===== config.mk =====
export PLATFORM = sky130hd
export DESIGN_NAME = ram_arbiter
export DESIGN_NICKNAME = d
export VERILOG_FILES = /design/src/hw/mips_mem_pkg.sv /design/src/hw/ram_arbiter.sv
export SDC_FILE = /design/constraint.sdc
export NUM_CORES = 1
export LEC_CHECK = 0
export BUFFER_PORTS_ARGS = -buffer_cell sky130_fd_sc_hd__clkbuf_2
export CAP_MARGIN = 20
export CORE_ASPECT_RATIO = 0.75
export CORE_MARGIN = 10
export CORE_UTILIZATION = 19
export DETAILED_ROUTE_END_ITERATION = 10
export PLACE_DENSITY = 0.79
export SLEW_MARGIN = 25
export SYNTH_ARGS = -nofsm -noshare
export SYNTH_HDL_FRONTEND = slang
export SYNTH_SLANG_ARGS = --single-unit

===== constraint.sdc =====
create_clock -name vclk -period 1.56
set_input_delay 0.312 -clock vclk [all_inputs]
set_output_delay 0.312 -clock vclk [all_outputs]
set_load 0.02 [all_outputs]

===== src/hw/mips_mem_pkg.sv =====
package mips_mem_pkg;

	////////////////////////////////////////
	// Datapath widths
	////////////////////////////////////////

	// Data word and byte address
	localparam int WORD_W = 32;

	// Register file index
	localparam int REG_ADDR_W = 5;

	// Control buses carried down the pipeline
	localparam int MEM_BUS_W = 9;
	localparam int WB_BUS_W = 2;

	////////////////////////////////////////
	// Memory control bus bit positions
	////////////////////////////////////////

	// Basic access strobes
	localparam int MB_MEM_WRITE = 0;
	localparam int MB_MEM_READ = 1;

	// Taken for both beq and bne, see MB_BRANCH_NE
	localparam int MB_BRANCH = 2;

	// Zero extension for lhu / lbu
	localparam int MB_UNSIGNED = 3;

	// Sub-word loads
	localparam int MB_LOAD_HALF = 4;
	localparam int MB_LOAD_BYTE = 5;

	// Sub-word stores, still written as a full word
	localparam int MB_STORE_HALF = 6;
	localparam int MB_STORE_BYTE = 7;

	// Selects bne over beq
	localparam int MB_BRANCH_NE = 8;

endpackage

===== src/hw/ram_arbiter.sv =====
`timescale 1ns/1ps

module ram_arbiter
	import mips_mem_pkg::*;
#(
	parameter int RAM_DEPTH = 2048
)(
	input logic clk,
	input logic reset,
	input logic [WORD_W-1:0] stage_addr,
	input logic [WORD_W-1:0] stage_wdata,
	input logic stage_we,
	input logic stage_re,
	input logic dbg_req,
	input logic [$clog2(RAM_DEPTH)-1:0] dbg_addr,
	output logic dbg_gnt,
	output logic [$clog2(RAM_DEPTH)-1:0] ram_addr,
	output logic [WORD_W-1:0] ram_wdata,
	output logic ram_we
);

	localparam int IDX_W = $clog2(RAM_DEPTH);

	logic [WORD_W-1:0] stage_word;
	logic [IDX_W-1:0] stage_idx;
	logic stage_busy;

	// Byte address to word index, wrapping at RAM_DEPTH
	assign stage_word = stage_addr >> 2;
	assign stage_idx = IDX_W'(stage_word % WORD_W'(RAM_DEPTH));

	// Stage always wins
	assign stage_busy = stage_we | stage_re;
	assign dbg_gnt = dbg_req & ~stage_busy;

	assign ram_addr = dbg_gnt ? dbg_addr : stage_idx;
	assign ram_wdata = stage_wdata;

	// A stage write never shares a cycle with a debug grant
	assign ram_we = stage_we;

endmodule


[Word-level counts from Yosys, hierarchy flattened]
Index checks and enable logic that the tools add are counted.
Storage, ports and cells
  logic and storage cells: 4
  bits in registers: 0
Operators by class
  bitwise gates (word level): 3
  mux-type cells: 1
Operator list (count)
  $mux 11: 1
  $and 1x1->1: 1
  $not 1->1: 1
  $or 1x1->1: 1

[Depth between registers and ports, before layout]
  depth after elaboration: 4
  depth in mapped cells: 3

[Least setup slack after synthesis]
OpenSTA, ideal clock, no wires.
  kind: in2out
  start point: input port stage_re
  end point: output port ram_addr[1]
  stages: 3
  arrival time: 1.122 ns
  setup slack: 0.126 ns
  cell sequence: nor3b_4 > buf_6 > mux2_2
Between the ends
  longest elaborated chain between the ends: 4
RTL lines
  from (decl): line ram_arbiter.sv:13  | input logic stage_re,
  $or 1x1->1: line ram_arbiter.sv:33  | assign stage_busy = stage_we | stage_re;
  $not 1->1: line ram_arbiter.sv:34  | assign dbg_gnt = dbg_req & ~stage_busy;
  $and 1x1->1: line ram_arbiter.sv:34
  net dbg_gnt: line ram_arbiter.sv:16  | output logic dbg_gnt,
  $mux 11: line ram_arbiter.sv:36  | assign ram_addr = dbg_gnt ? dbg_addr : stage_idx;
  to (decl): line ram_arbiter.sv:17  | output logic [$clog2(RAM_DEPTH)-1:0] ram_addr,
The timed path passes the listed nets, and every way through them passes these cells.

[Worst setup path in the final report]
  start point: input port stage_re
  end point: output port ram_addr[1]
Between the ends
  longest elaborated chain between the ends: 4
RTL lines (line)
  $or 1x1->1: ram_arbiter.sv:33
  $not 1->1: ram_arbiter.sv:34
  $and 1x1->1: ram_arbiter.sv:34
  $mux 11: ram_arbiter.sv:36
Every way passes these cells.

==> impl_metrics.csv <==
group,metric,value,unit
routing,routed_wl,1.108,mm
global_routing,antenna_found_initial,0,
min_path,min_from,"stage_wdata[23]",
routing,drc,0,
synth,netlist_instances,46,
layout,regArea,0,um^2
global_routing,grt_pass1_wl,1.621,mm
worst_setup_path,crit_path_max_fanout,12,
synth,syn_nets,126,
timing,final_max_slew_viol_count,0,
floorplanning,row_count,14,
worst_setup_path,critPathLaunch,"stage_re",
power_and_ir_drop,swShare,0.4645,
synth,yosys-top-cells-area,"buf_4 62%, mux2_2 31%, nor3b_4 4.7%",
routing,num_vias,285,
routing,drt_iter0_drc,0,
worst_setup_path,start_kind,"input pin",
floorplanning,core,0.002014,mm^2
layout,clkbuf_count,0,
power_and_ir_drop,seq_power_share,0,
global_routing,track_usage,0.04433,
synth,synth_warnings,0,
layout,n_antenna_cell,0,
worst_setup_path,cp-endpoint,"ram_addr[1]",
timing,fin_crit_sh,1.026,
timing,setup_viol,11,
power_and_ir_drop,pwr_density_cell,311.0,mW/mm^2
global_routing,first_global_vias,317,
timing,hold_viol,0,
clocking,cts_setup_buffers,0,
layout,drive_above_1_share,1.000,
routing,via_per_inst,3.800,
power_and_ir_drop,vdd_drop_max,0.00009129,V
worst_setup_path,cp.arrival,1290,ps
timing,timing.fmax,624.7,MHz
placement,dpl_cell_area,382.9,um^2
worst_setup_path,end_kind,"output pin",
floorplanning,initial_core_util,0.1994,
synth,syn-cell-area,401.6,um^2
layout,fillers,212,
min_path,hold_path_class,"in -> out",
synth,yosysSeqAreaShare,0,
placement,gp_congestion,0.7602,
timing,worstMarginPinSlew,184.3,ps
layout,fin_util,0.1994,
timing,max_slew_margin,0.8770,
layout,seq_cell_count,0,
placement,port_buffers,38,
synth,yosys-top-cells-count,"33 x buf_4, 11 x mux2_2, 1 x buf_6, 1 x nor3b_4",
layout,layout.nets,133,
synth,syn_area_per_cell,8.731,um^2
floorplanning,fp.dieArea,0.004372,mm^2
global_routing,grt_max_degree,13,
layout,area_delta_synth_final,0,%
clocking,ctsHoldBuffers,0,
outcome,run_status,"finished with violations",
power_and_ir_drop,p_switching,0.05802,mW
floorplanning,die_height,59.82,um
timing,fin_hold_ws,624.0,ps
timing,rsz0062_at_grt,"yes",
power_and_ir_drop,clkPwrFrac,0,
timing,setup_slack,-40.77,ps
flow_run,drv_cap,0,
synth,synth_top_cell_by_area,"buf_4",
worst_setup_path,cp.required,1250,ps
synth,yosysMostFrequentCell,"buf_4",
power_and_ir_drop,p_int,0.06689,mW
routing,drt-pass1-iter-count,1,
layout,final_cell_area,401.6,um^2
floorplanning,fp.dieW,73.09,um
power_and_ir_drop,power_frac_comb,1.000,
routing,wl_per_cell,14.77,um
floorplanning,ioPinCount,125,
synth,ys_types,4,
synth,synth_top_area_share,0.6168,
timing,layout_min_cycle_time,1601,ps
routing,antenna_left,0,
power_and_ir_drop,p_leak,0.2166,nW
outcome,violations,"setup timing",
worst_setup_path,worst-setup-path-type,"in -> out",
global_routing,gr-total-overflow,0,
[worst max-delay path: stages]
cell and delay (ps):
clkbuf_2 100, nor3b_4 220, buf_12 160, mux2_2 330, buf_2 160
[power by group through the flow]
stage                     registers, mW  clock network (mW)  logic [mW]
after floorplan                       0                   0       0.183
after global placement                0                   0       0.118
after detailed placement              0                   0       0.120
after CTS                             0                   0       0.120
after global routing                  0                   0       0.136
final                                 0                   0       0.125
[kinds of logic after synthesis]
group / share of synthesized area
multiplexers: 0.3084
AND/OR/NAND/NOR: 0.04673
buffers and inverters: 0.6449
[metrics by stage]
stage	setup TNS (ps)	std cells	worst slack, ps	power, mW
4_1_cts	-447.9	75	-53.13	0.1202
2_1_floorplan	0	46	126.3	0.1831
3_5_place_dp	-436.8	75	-49.94	0.1198
5_1_grt	-923.1	75	-93.53	0.1358
6_report	-323.2	75	-40.77	0.1249
3_3_place_gp	-275.1	75	-33.23	0.1176
[area by class of cell]
type | instances | area (um^2) | area share
multi-input cells | 12 | 142.6 | 0.3551
repair buffers | 39 | 229.0 | 0.5701
well taps | 24 | 30.03 | 0.07477
[timing repair]
item                                    CTS  global route
pin swaps                                 0             0
cloned                                    0             0
gates resized for setup                   0            17
endpoints found under the setup margin   11            11
[cells in the final DEF (no fill, tap or decap)]
master / count
clkbuf_2: 27
nor3b_4: 1
buf_12: 1
mux2_2: 11
buf_6: 3
buf_2: 8
[worst min path at each step]
stage / to / slack, ps / cells past startpoint
2_1_floorplan: ram_wdata[0] / 740 / 1
3_3_place_gp: ram_wdata[10] / 620 / 0
3_5_place_dp: ram_wdata[10] / 620 / 0
4_1_cts: ram_wdata[10] / 620 / 0
5_1_grt: ram_wdata[7] / 620 / 0
6_report: ram_wdata[23] / 620 / 0
[per-layer routing]
metal,up-vias,part of all wire,track usage,wire length [um]
li1,128,-,-,-
met3,0,0.24,0.03974,268
met2,38,0.49,0.08690,540
met4,0,0,0.008108,0
met5,-,0,0,0
met1,119,0.27,0.03047,299
Power figures use the tool's default switching activity.
