File: src/hw/mips_mem_pkg.sv
package mips_mem_pkg;

	////////////////////////////////////////
	// Datapath widths
	////////////////////////////////////////

	// Data word and byte address
	localparam int WORD_W = 32;

	// Register file index
	localparam int REG_ADDR_W = 5;

	// Control buses carried down the pipeline
	localparam int MEM_BUS_W = 9;
	localparam int WB_BUS_W = 2;

	////////////////////////////////////////
	// Memory control bus bit positions
	////////////////////////////////////////

	// Basic access strobes
	localparam int MB_MEM_WRITE = 0;
	localparam int MB_MEM_READ = 1;

	// Taken for both beq and bne, see MB_BRANCH_NE
	localparam int MB_BRANCH = 2;

	// Zero extension for lhu / lbu
	localparam int MB_UNSIGNED = 3;

	// Sub-word loads
	localparam int MB_LOAD_HALF = 4;
	localparam int MB_LOAD_BYTE = 5;

	// Sub-word stores, still written as a full word
	localparam int MB_STORE_HALF = 6;
	localparam int MB_STORE_BYTE = 7;

	// Selects bne over beq
	localparam int MB_BRANCH_NE = 8;

endpackage
File: src/hw/debug_mem_reader.sv
`timescale 1ns/1ps

module debug_mem_reader
	import mips_mem_pkg::*;
#(
	parameter int RAM_DEPTH = 2048,
	parameter int DUMP_WORDS = 16
)(
	input logic clk,
	input logic reset,
	input logic dump_start,
	input logic dbg_gnt,
	input logic [WORD_W-1:0] ram_rdata,
	output logic dbg_req,
	output logic [$clog2(RAM_DEPTH)-1:0] dbg_addr,
	output logic [WORD_W-1:0] dbg_word,
	output logic [$clog2(RAM_DEPTH)-1:0] dbg_word_addr,
	output logic dbg_valid,
	output logic dump_done
);

	localparam int IDX_W = $clog2(RAM_DEPTH);
	localparam logic [IDX_W-1:0] LAST_ADDR = IDX_W'(DUMP_WORDS - 1);

	typedef enum logic [1:0] {
		ST_IDLE,
		ST_READ,
		ST_DONE
	} state_t;

	state_t state;

	assign dbg_req = (state == ST_READ);

	////////////////////////////////////////
	// Control FSM and address counter
	////////////////////////////////////////

	always_ff @(posedge clk or posedge reset)
	begin
		if (reset)
		begin
			state <= ST_IDLE;
			dbg_addr <= '0;
			dbg_valid <= 1'b0;
			dump_done <= 1'b0;
		end
		else
		begin
			dbg_valid <= 1'b0;
			dump_done <= 1'b0;
			case (state)
				ST_IDLE:
				begin
					if (dump_start)
					begin
						dbg_addr <= '0;
						state <= ST_READ;
					end
				end
				ST_READ:
				begin
					// Hold the address until the stage lets go of the RAM
					if (dbg_gnt)
					begin
						dbg_valid <= 1'b1;
						if (dbg_addr == LAST_ADDR)
						begin
							state <= ST_DONE;
						end
						else
						begin
							dbg_addr <= dbg_addr + 1'b1;
						end
					end
				end
				default:
				begin
					dump_done <= 1'b1;
					state <= ST_IDLE;
				end
			endcase
		end
	end

	// Captured word and its index
	always_ff @(posedge clk)
	begin
		if (dbg_req && dbg_gnt)
		begin
			dbg_word <= ram_rdata;
			dbg_word_addr <= dbg_addr;
		end
	end

endmodule

File: config.mk
export PLATFORM = sky130hd
export DESIGN_NAME = debug_mem_reader
export DESIGN_NICKNAME = d
export VERILOG_FILES = /design/src/hw/mips_mem_pkg.sv /design/src/hw/debug_mem_reader.sv
export SDC_FILE = /design/constraint.sdc
export NUM_CORES = 1
export LEC_CHECK = 0
export BUFFER_PORTS_ARGS = -buffer_cell sky130_fd_sc_hd__buf_2
export CAP_MARGIN = 5
export CORE_UTILIZATION = 42
export DETAILED_ROUTE_END_ITERATION = 8
export GPL_TIMING_DRIVEN = 0
export PLACE_DENSITY = 0.75
export SYNTH_ARGS = -nofsm -noshare
export SYNTH_HDL_FRONTEND = slang
export SYNTH_SLANG_ARGS = --single-unit
File: constraint.sdc
create_clock -name clk -period 2 [get_ports clk]
set_input_delay 0.2 -clock clk [delete_from_list [all_inputs] [get_ports clk]]
set_output_delay 0.2 -clock clk [all_outputs]
set_load 0.1 [all_outputs]
# Word-level counts from Yosys, hierarchy flattened
# Cells that the tools add are included.
# classes
addsub	1
muxes	11
eq_ne	6
n_reduce_logical	6
# op_table
cell	n
11-bit two-way mux	3
11-bit one-hot mux with 2 select lines	1
11-bit by 1-bit adder with 11-bit output, second input constant	1
11-bit by 4-bit equality test with 1-bit output, second input constant	1
2-bit two-way mux	3
2-bit != test, second input constant	3
2-bit one-hot mux with 2 select lines	1
4-bit AND reduction	1
1-bit two-way mux	3
3-bit AND reduction	1
2-bit by 1-bit equality test with 1-bit output, second input constant	1
2-bit logical NOT	1
2-bit by 1-bit != test with 1-bit output, second input constant	1
2-bit nonzero test	1
2-bit OR reduction	1
1-bit logical AND	1
# totals
elab_cells	30
reg_bits	58
in_bits	36
out_inout_bits	57

# Longest topological paths before layout
# logic_depth
depth_word	4
ltp_mapped	6
ltp_nobuf	5

# Least setup slack after synthesis
# Ideal clock, no wire load.
# synth_timing
kind	flip-flop to flip-flop
startpoint	reg dbg_addr[1]
endpoint	reg dbg_addr[8]
synth_period_minus_slack_ns	2.578
slack_ns	-0.578
n_path_buf	1
path_stages_with_launch	7
setup_ns	0.124
arrival_ns	2.454
t_required_ns	1.876
path_cell_list	dfrtp_1 -> ha_1 -> nand3_1 -> o31a_1 -> buf_6 -> nor3b_1 -> a211o_1
# synth_via
elab_chain_cells	4
word_cells_on_any_way	7
classes_between	add/sub (1); eq/ne (2); mux (3); reduce/logical (1)
# synth_lines
element	line	rtl
start: declaration	debug_mem_reader.sv:15	output logic [$clog2(RAM_DEPTH)-1:0] dbg_addr,
start signal: assignment	debug_mem_reader.sv:73	dbg_addr <= dbg_addr + 1'b1;
11-bit by 1-bit adder with 11-bit output	debug_mem_reader.sv:73	
11-bit two-way mux	debug_mem_reader.sv:67	if (dbg_addr == LAST_ADDR)
11-bit two-way mux	debug_mem_reader.sv:64	if (dbg_gnt)
11-bit one-hot mux with 2 select lines	debug_mem_reader.sv:52	case (state)
# Parallel ways exist; a longest one is shown, timed or not. The select of a mux whose other input is x is not followed.
# A chain may end at the register's enable or synchronous reset.

# Worst setup path after layout
# layout_timing
startpoint	reg dbg_addr[7]
endpoint	reg dbg_addr[8]
# Same word-level chain as after synthesis.

==> results.json <==
{
  "place_congestion": 0.847,
  "synth_cell_type_count": 40,
  "drc": 0,
  "vdd_drop_max_mv": 0.966,
  "yosysMostFrequentCell": "edfxtp_1",
  "drtAntennaViolNets": 0,
  "async_reset_ff_share_pct": 25.9,
  "dieArea_mm2": 0.00528,
  "yosysTopAreaCell": "edfxtp_1",
  "skew_ns": 0.00802,
  "globalRouteOverflowTotal": 0,
  "status": "finished, final reports clean",
  "viasPerCell": 4.87,
  "portBuffers": 92,
  "cts.path.max_buffers": 2,
  "hold_path.class": "in -> reg",
  "routed_wirelength_mm": 4.27,
  "fp.dieW_um": 72.6,
  "max_slew_margin_pct": 62.2,
  "postLayoutCoreUtil_pct": 61.7,
  "grtUsageTotal_pct": 16.6,
  "fp.dieH_um": 72.6,
  "synth_fp_nets": 159,
  "synthTopCellsByCount": "edfxtp_1, dfrtp_1, nand3_1",
  "synth_top_area_share_pct": 61.6,
  "htree_levels": 3,
  "power_density_mw_per_mm2": 1310,
  "dr_total_vias": 1476,
  "dpl.hpwl_mm": 2.96,
  "area_growth_pct": 40.1,
  "endpoint_kind": "flop",
  "antenna_found_initial": 0,
  "maxCapViolations": 0,
  "leakagePower_uw": 0.00130,
  "crit_type": "reg -> reg",
  "setup_tns_ns": 0,
  "tightestPinTransition_ns": 0.566,
  "antenna_cells": 0,
  "std_cell_rows": 25,
  "crit_arrival_ns": 2.20,
  "clkLatencyLatePin_ns": 0.33,
  "clkPwrFrac_pct": 29.1,
  "core_area_mm2": 0.00475,
  "initial_core_util_pct": 44.1,
  "nNetsFinal": 269,
  "drv_slew": 0,
  "period_minus_slack_ns": 1.99,
  "numCtsBuffers": 9,
  "grt_first_pass_wirelength_mm": 6.27,
  "ys_ff_latch": 58,
  "p_sw_share_pct": 40.1,
  "internal_power_uw": 2310,
  "grt_max_degree": 47,
  "synth_area_leaders": "edfxtp_1, dfrtp_1, nand3_1, and3_1, o31ai_1",
  "finalHoldViolCount": 0,
  "synth_area_mm2": 0.00210,
  "yosys_warnings": 0,
  "wire_per_inst_um": 14.1,
  "clk_pin_slew_ns": 0.06,
  "netlist_instances": 122,
  "cts_root_buffer": "clkbuf_8",
  "synth_seq_area_share_pct": 79.5,
  "finish.instance_area_mm2": 0.00294,
  "power_switching_uw": 1550,
  "drive_gt1_share_pct": 55.1,
  "crit_path_max_fanout": 10,
  "cts_tree": "done",
  "placed_area_mm2": 0.00267,
  "grt_setup_unrepaired": "yes",
  "ys.flop_type": "edfxtp_1",
  "power_uw": 3860,
  "p_comb_share_pct": 31.0,
  "firstDrtPassIters": 4,
  "drtIter0Drc": 58,
  "pin_count": 93,
  "cts.sinks": 58,
  "avgSynthCellArea_um2": 17.2,
  "seq_power_share_pct": 39.9,
  "setup_violations": 0,
  "timing.hold.ws_ns": 0.0475,
  "crit_required_ns": 2.21,
  "synth_edf_count": 43,
  "start_kind": "flop",
  "grt_pass1_vias": 1312,
  "fin_crit_sh_pct": 99.6,
  "timing.fmax_mhz": 502
}
[cell families (layout without fill, tap and decap cells)]
kind of cell | count (synthesis) | in the layout | share of synthesized area, %
fa+ha+maj | 1 | 1 | 0.597
buf+inv | 6 | 120 | 1.49
mux | 2 | 2 | 1.01
simple gates | 34 | 34 | 10.3
compound gates | 20 | 20 | 6.69
xor+xnor | 1 | 1 | 0.418
flops | 58 | 58 | 79.5
[critical path, cell delays in order, from the launching register on]
cell	delay (ns)
dfrtp_4	0.47
or4_4	0.58
o31a_1	0.32
buf_6	0.16
nor3b_1	0.13
a211o_1	0.22
[path summary, 6_finish.rpt]
check | start | to | cells after the start | slack [ns]
max in group asynchronous | reset | dbg_addr[7]$_DFFE_PP0P_ | 3 | 1.10
hold / removal | ram_rdata[5] | dbg_word[5]$_DFFE_PP_ | 1 | 0.05
hold reg to reg | state[1]$_DFFE_PP0P_ | dump_done$_DFF_PP0_ | 1 | 0.51
min in group asynchronous | reset | state[0]$_DFFE_PP0P_ | 3 | 0.46
setup reg to reg | dbg_addr[7]$_DFFE_PP0P_ | dbg_addr[8]$_DFFE_PP0P_ | 5 | 0.009
setup / recovery | dbg_addr[7]$_DFFE_PP0P_ | dbg_addr[8]$_DFFE_PP0P_ | 5 | 0.009
[layer usage]
metal | vias to the layer above | routed length [µm] | global-route usage, %
met3 | 7 | 518 | 7.87
met1 | 681 | 1660 | 19.1
met4 | 0 | 57 | 8.50
li1 | 698 | - | -
met5 | - | 0 | 0
met2 | 90 | 2030 | 26.1
[through the flow]
| stage | setup slack, ns | instances |
|---|---|---|
| 4_1_cts | 0.00440 | 299 |
| 3_3_place_gp | -0.190 | 281 |
| 6_report | 0.00881 | 303 |
| 3_5_place_dp | -0.220 | 281 |
| 5_1_grt | -0.0429 | 303 |
| 2_1_floorplan | -0.155 | 122 |
[sequential cells by signal (all words and copies together) (netlist names)]
| register | count |
|---|---|
| dump_done | 1 |
| dbg_addr | 11 |
| dbg_word | 32 |
| state | 2 |
| dbg_valid | 1 |
| dbg_word_addr | 11 |
[final cells by class]
cell class / count / area, µm²
buffer: 3 / 22.5
inverter: 3 / 16.3
clock inverter: 6 / 82.6
fill: 391 / 1820
timing repair buffer: 99 / 515
multi-input combinational: 58 / 398
clock buffer: 9 / 124
tap: 67 / 83.8
sequential: 58 / 1690
[timing repair]
| item | CTS | global route |
|---|---|---|
| gates resized for setup | 1 | 3 |
| setup endpoints to repair | 9 | 11 |
| pin swaps | 2 | 2 |
| hold buffers | 1 | 0 |
| buffers inserted | 2 | 4 |
| endpoints found under the hold margin | 15 | 0 |
[power by group through the flow]
stage          Clock (µW)  Sequential (µW)  Combinational [µW]
2_1_floorplan           0             2380                 182
3_3_place_gp            0             1560                1180
3_5_place_dp            0             1560                1190
4_1_cts              1140             1540                1200
5_1_grt              1190             1560                1230
6_report             1120             1540                1200
[cell usage in the layout (no fill, tap or decap), types with 2 or more instances in the layout]
master	synthesis	layout
buf_2	1	92
edfxtp_1	43	43
clkbuf_8	0	9
nand3_1	7	7
buf_4	0	7
dfrtp_2	0	6
nor2_1	5	5
and3_1	5	5
dfrtp_4	0	5
o31ai_1	4	4
dfrtp_1	15	4
o21ai_1	3	3
clkinv_2	0	3
and2_1	2	2
a22o_1	2	2
nand2_1	2	2
o21ai_0	2	2
a21oi_1	2	2
inv_1	2	2
and4_1	2	2
bufinv_16	0	2
No activity file was read; power rests on OpenSTA's default activity.
