<file path="config.mk">
export PLATFORM = sky130hd
export DESIGN_NAME = mem_stage
export DESIGN_NICKNAME = d
export VERILOG_FILES = /design/src/hw/mips_mem_pkg.sv /design/src/hw/mem_stage.sv
export SDC_FILE = /design/constraint.sdc
export NUM_CORES = 1
export LEC_CHECK = 0
export ABC_CLOCK_PERIOD_IN_PS = 2800
export BUFFER_PORTS_ARGS = -buffer_cell sky130_fd_sc_hd__buf_2
export CAP_MARGIN = 20
export CORE_AREA = 4 4 124 126
export CTS_CLUSTER_SIZE = 14
export DETAILED_ROUTE_END_ITERATION = 8
export DIE_AREA = 0 0 128 130
export GPL_ROUTABILITY_DRIVEN = 0
export PLACE_DENSITY = 0.56
export SYNTH_ARGS = -nofsm -noshare
export SYNTH_HDL_FRONTEND = slang
export SYNTH_SLANG_ARGS = --single-unit
</file>
<file path="constraint.sdc">
create_clock -name clk -period 2.8 [get_ports clk]
set_input_delay 0 -clock clk [delete_from_list [all_inputs] [get_ports clk]]
set_output_delay 0 -clock clk [all_outputs]
set_load 0.02 [all_outputs]
</file>
<file path="src/hw/mips_mem_pkg.sv">
package mips_mem_pkg;

	////////////////////////////////////////
	// Datapath widths
	////////////////////////////////////////

	// Data word and byte address
	localparam int WORD_W = 32;

	// Register file index
	localparam int REG_ADDR_W = 5;

	// Control buses carried down the pipeline
	localparam int MEM_BUS_W = 9;
	localparam int WB_BUS_W = 2;

	////////////////////////////////////////
	// Memory control bus bit positions
	////////////////////////////////////////

	// Basic access strobes
	localparam int MB_MEM_WRITE = 0;
	localparam int MB_MEM_READ = 1;

	// Taken for both beq and bne, see MB_BRANCH_NE
	localparam int MB_BRANCH = 2;

	// Zero extension for lhu / lbu
	localparam int MB_UNSIGNED = 3;

	// Sub-word loads
	localparam int MB_LOAD_HALF = 4;
	localparam int MB_LOAD_BYTE = 5;

	// Sub-word stores, still written as a full word
	localparam int MB_STORE_HALF = 6;
	localparam int MB_STORE_BYTE = 7;

	// Selects bne over beq
	localparam int MB_BRANCH_NE = 8;

endpackage
</file>
<file path="src/hw/mem_stage.sv">
`timescale 1ns/1ps

module mem_stage
	import mips_mem_pkg::*;
(
	input logic clk,
	input logic reset,
	input logic step_en,
	input logic [WORD_W-1:0] addr_in,
	input logic [WORD_W-1:0] write_data,
	input logic [MEM_BUS_W-1:0] mem_bus,
	input logic [WB_BUS_W-1:0] wb_bus_in,
	input logic [REG_ADDR_W-1:0] write_reg_in,
	input logic zero_flag,
	input logic [WORD_W-1:0] pc_branch_in,
	input logic halt_in,
	input logic [WORD_W-1:0] ram_rdata,
	output logic [WORD_W-1:0] stage_addr,
	output logic [WORD_W-1:0] stage_wdata,
	output logic stage_we,
	output logic stage_re,
	output logic [WORD_W-1:0] read_data,
	output logic pc_src,
	output logic [WORD_W-1:0] pc_branch,
	output logic [WB_BUS_W-1:0] wb_bus_out,
	output logic [WORD_W-1:0] addr_out,
	output logic [REG_ADDR_W-1:0] write_reg_out,
	output logic halt_out
);

	logic mem_write;
	logic mem_read;
	logic branch;
	logic is_unsigned;
	logic load_half;
	logic load_byte;
	logic store_half;
	logic store_byte;
	logic branch_ne;

	logic [WORD_W-1:0] load_word;

	////////////////////////////////////////
	// Control bus decode
	////////////////////////////////////////

	assign mem_write = mem_bus[MB_MEM_WRITE];
	assign mem_read = mem_bus[MB_MEM_READ];
	assign branch = mem_bus[MB_BRANCH];
	assign is_unsigned = mem_bus[MB_UNSIGNED];
	assign load_half = mem_bus[MB_LOAD_HALF];
	assign load_byte = mem_bus[MB_LOAD_BYTE];
	assign store_half = mem_bus[MB_STORE_HALF];
	assign store_byte = mem_bus[MB_STORE_BYTE];
	assign branch_ne = mem_bus[MB_BRANCH_NE];

	////////////////////////////////////////
	// Branch resolution
	////////////////////////////////////////

	// beq takes on zero, bne on non-zero
	assign pc_src = branch & (branch_ne ? ~zero_flag : zero_flag);
	assign pc_branch = pc_branch_in;

	////////////////////////////////////////
	// Memory request
	////////////////////////////////////////

	assign stage_addr = addr_in;

	// Stores only land on a pipeline step
	assign stage_we = mem_write & step_en;
	assign stage_re = mem_read;

	// Sub-word stores write the whole word, sign-extended
	always_comb
	begin
		if (store_half)
		begin
			stage_wdata = {{16{write_data[15]}}, write_data[15:0]};
		end
		else if (store_byte)
		begin
			stage_wdata = {{24{write_data[7]}}, write_data[7:0]};
		end
		else
		begin
			stage_wdata = write_data;
		end
	end

	////////////////////////////////////////
	// Load extension
	////////////////////////////////////////

	always_comb
	begin
		if (load_half)
		begin
			if (is_unsigned)
			begin
				load_word = {16'd0, ram_rdata[15:0]};
			end
			else
			begin
				load_word = {{16{ram_rdata[15]}}, ram_rdata[15:0]};
			end
		end
		else if (load_byte)
		begin
			if (is_unsigned)
			begin
				load_word = {24'd0, ram_rdata[7:0]};
			end
			else
			begin
				load_word = {{24{ram_rdata[7]}}, ram_rdata[7:0]};
			end
		end
		else
		begin
			load_word = ram_rdata;
		end
	end

	////////////////////////////////////////
	// MEM/WB registers
	////////////////////////////////////////

	always_ff @(posedge clk or posedge reset)
	begin
		if (reset)
		begin
			read_data <= '0;
			wb_bus_out <= '0;
			addr_out <= '0;
			write_reg_out <= '0;
			halt_out <= 1'b0;
		end
		else if (step_en)
		begin
			read_data <= load_word;
			wb_bus_out <= wb_bus_in;
			addr_out <= addr_in;
			write_reg_out <= write_reg_in;
			halt_out <= halt_in;
		end
	end

endmodule

</file>
=== After elaboration in Yosys (flattened, before gate mapping) ===
Index checks and enable logic that the tools add are counted.
W data, S select, Z words.

* Bits in registers: 72
* Input port bits: 149

* Multiplexer cells: 7
* Bitwise operators: 3

{| class="wikitable"
|+ Operators with widths
! cell !! count
|-
| $mux W32 || 6
|-
| $and A1 B1 Y1 || 2
|-
| $mux W1 || 1
|-
| $not A1 Y1 || 1
|}

=== Logic depth before layout (Yosys ltp) ===
* Depth in word-level cells: 3
* Mapped depth: 4
* Gate-level depth less buffers: 3

=== Least setup slack after synthesis ===
Ideal clock, no wire load.

* Path type: reg-to-reg
* Start point: register read_data[23] (netlist name)
* End point: register read_data[23]
* Arrival time: 0.823 ns
* Required time: 2.673 ns
* Path slack: 1.850 ns
* Cell stages (with the launch flop): 2
* Cells stage by stage: dfrtp_1 -> a221o_2

{| class="wikitable"
|+ RTL lines
! element !! line !! text
|-
| end signal: assignment || mem_stage.sv:142 || <nowiki>read_data <= load_word;</nowiki>
|-
| end: declaration || mem_stage.sv:22 || <nowiki>output logic [WORD_W-1:0] read_data,</nowiki>
|}

=== Final worst setup path ===
* Start point: input ram_rdata[7]
* End point: register read_data[16]

* Longest elaborated chain between the ends: 3

{| class="wikitable"
|+ Ends and longest elaborated chain
! element !! line !! text
|-
| start: declaration || mem_stage.sv:17 || <nowiki>input logic [WORD_W-1:0] ram_rdata,</nowiki>
|-
| $mux W32 || mem_stage.sv:111 || <nowiki>if (is_unsigned)</nowiki>
|-
| $mux W32 || mem_stage.sv:109 || <nowiki>else if (load_byte)</nowiki>
|-
| $mux W32 || mem_stage.sv:98 || <nowiki>if (load_half)</nowiki>
|}

Every way passes these cells.
A chain may end at the register's enable or synchronous reset.

==> summary.md <==
| Metric | Value |
|---|---|
| Post-CTS resize count | `0` |
| CP Cell Sequence | `dlygate4sd3_1 > buf_2 > nand3b_4 > a211oi_4 > a221o_2` |
| EDFF count, synth | `0` |
| Area share of the largest cell type after synthesis | `50.5%` |
| Slowest CP cell | `a211oi_4` |
| Worst hold path class | `input port to output pin` |
| TNS Setup | `0 ns` |
| Hold WS | `0.00000776 ns` |
| Normalized max-slew margin | `36.8%` |
| DRT Pass-1 Iters | `4` |
| Iteration-0 DRC Markers | `81` |
| Synth Flop Type | `dfrtp_1` |
| Final setup fails | `0` |
| Worst-margin pin slew | `0.945 ns` |
| Synth Register Bits | `72` |
| Die Span Y | `130 um` |
| Final Max Slew Viols | `0` |
| Avg WL per Cell | `14.1 um` |
| Max incr delay on CP | `0.64 ns` |
| R2R cell count | `1` |
| Synth Net Count | `between 400 and 500` |
| FF-to-FF Start | `read_data[23]` |
| Clock Tree Root | `clkbuf_16` |
| Vias in the first global route | `3,183` |
| R2R Path End | `read_data[23]` |
| Port bufs | `239` |
| Sequential-to-total area share from yosys stat | `50.5%` |
| Register Area | `0.00180 sq mm` |
| Worst Path Arrival | `1.62 ns` |
| Yosys cell types | `22` |
| Status | `finished, final reports clean` |
| Grt ovf | `0` |
| Cell row count | `44` |
| Cts hold-fix bufs | `73` |
| Largest net degree at the start of global routing | `between 70 and 80` |
| Dominant cell type by area after synthesis | `dfrtp_1` |
| DP Wirelength | `7.13 mm` |
| Pwr dens | `about 570 mW/mm^2` |
| TritonCTS buffer count | `9` |
| Final Hold Vio Count | `0` |
| IO Pins | `320` |
| Synth Cell Area | `0.00357 sq mm` |
| Number of nets in the layout | `682` |
| DRC | `0` |
| Crit path required time | `3.07 ns` |
| Hold path depth | `0` |
| Min-Delay Endpoint | `pc_branch[21]` |
| Clock skew | `0 ns` |
| Multi-input logic area | `roughly 0.0011 sq mm` |
| Flop2flop setup slack | `about 1.9 ns` |
| Area Overhead vs Synth | `51.9%` |
| Share of cells above drive strength 1 | `between 60% and 70%` |
| Total GRT Usage | `approximately an eighth` |
| HP Start | `pc_branch_in[21]` |
| Starting Density | `24.9%` |
| Most frequent cell after synthesis | `buf_4` |
| F_max | `0.738 GHz` |
| Post-CTS setup buffers | `0` |
| Die ar. | `0.0166 sq mm` |
| Lkg Pwr | `2.81 nW` |
| Async set-reset flop share out of synthesis | `between 90% and 100%` |
| Count of maximum capacitance violations | `0` |
| Final WL | `10.2 mm` |
| Tot Pwr | `0.00308 W` |
| Crit path max fanout | `16` |
| Vias | `3,061` |
| Kind of critical path | `input port to register` |
| Diode count | `0` |
| Worst-skew pair later-pin latency | `0.32 ns` |
| Clk slew on worst S/H paths | `0.05 ns` |
| Final period util | `roughly 48%` |
| Die X | `128 um` |
| Top post-synthesis cells by area | `dfrtp_1 (51%), buf_4 (15%), mux2_2 (15%)` |
| Initial antenna violation count | `0` |
| Via density per instance | `4.24` |
| CTS tree | `done` |
| Synth Instances | `296` |
| Top cells by count, synth | `buf_4 (73), dfrtp_1 (72), mux2_2 (48)` |
| Synth warnings | `0` |
| RSZ-0062 raised after global routing | `false` |
| Clock Sinks | `72` |
| Clock tree buffer depth | `2` |
| Syn Area/Cell | `12.0 sq um` |
| CP startpoint kind | `input port` |
| Peak VDD IR | `241 uV` |
| Fillers | `1,398` |
| Antenna-violating nets left | `0` |
| Crit path time final | `~1.4 ns` |
| H-Tree Depth | `3` |
| Core ar. | `0.0143 sq mm` |
| Critical Path End Type | `register` |
| First-pass GRT wire length | `15.5 mm` |
## area by class of cell
| cell class | instances | area share, % |
|---|---|---|
| Timing Repair Buffer | 314 | 36.1 |
| Sequential cell | 72 | 33.3 |
| Multi-Input combinational cell | 134 | 20.9 |
| Clock buffer | 11 | 4.30 |
| Tap cell | 184 | 4.25 |
| Clock inverter | 5 | 1.06 |
| Inverter | 2 | 0.139 |
## kinds of logic after synthesis
| family | after synthesis | synth area share (%) |
|---|---|---|
| AOI/OAI and AO/OA | 49 | 11.2 |
| muxes | 48 | 15.2 |
| DFF | 72 | 50.5 |
| buffers and inverters | 90 | 17.7 |
| and+or+nand+nor | 36 | 5.23 |
| xor gates and xnor gates | 1 | 0.246 |
## flip-flops by register name (all words and copies together), names as in the netlist
register       cells
addr_out          32
halt_out           1
read_data         32
wb_bus_out         2
write_reg_out      5
## power by group
part | total, W | leakage, nW | internal (W) | switching, W
registers | 0.00120 | 0.859 | 0.00115 | 0.0000517
logic | 0.000773 | 1.81 | 0.000346 | 0.000427
clock network | 0.00111 | 0.143 | 0.000690 | 0.000419
total | 0.00308 | 2.81 | 0.00218 | 0.000898
## worst max-delay path by stage
stage	startpoint	to	slack, ns	depth (start not counted)
after floorplan	reset	addr_out[0]	0.98	1
final	ram_rdata[7]	read_data[16]	1.45	5
after global routing	ram_rdata[7]	read_data[20]	1.39	5
after CTS	ram_rdata[7]	read_data[19]	1.46	5
after global placement	step_en	read_data[3]	1.54	3
after detailed placement	step_en	read_data[1]	1.51	3
## stage by stage
stage / cell area, sq um / instances / utilization, % / setup WS [ns]
global route: 5420 / 722 / 37.8 / 1.39
floorplan: 3570 / 296 / - / 0.975
global placement: 4400 / 633 / 30.7 / 1.54
detailed placement: 4400 / 633 / 30.7 / 1.51
finish: 5420 / 722 / 37.8 / 1.45
CTS: 5420 / 722 / 37.8 / 1.46
## cell usage in the layout, fill, tap and decap left out, types with 2 or more instances in the layout
cell type        n
buf_2          239
dlygate4sd3_1   73
dfrtp_1         72
mux2_2          48
nand2_1         19
a21oi_1         16
a21o_1          16
a221o_2         14
nor2_1           9
clkbuf_16        9
nand2b_1         2
inv_2            2
and2_1           2
a221o_1          2
clkinv_4         2
clkinv_2         2
clkbuf_1         2
## layer usage
| metal | GRT usage [%] | vias up | share of wire, % |
|---|---|---|---|
| met5 | 0 | - | 0 |
| met4 | 7.55 | 0 | 3.5 |
| met3 | 2.78 | 37 | 7.7 |
| met2 | 20.2 | 147 | 52 |
| met1 | 12.9 | 1456 | 37 |
| li1 | - | 1421 | - |
## critical path: cells and delay by family
family          cells  cell delay (ns)
compound gates      2             0.85
simple gates        1             0.09
buf+inv             2             0.67
(Power assumes the default switching activity.)
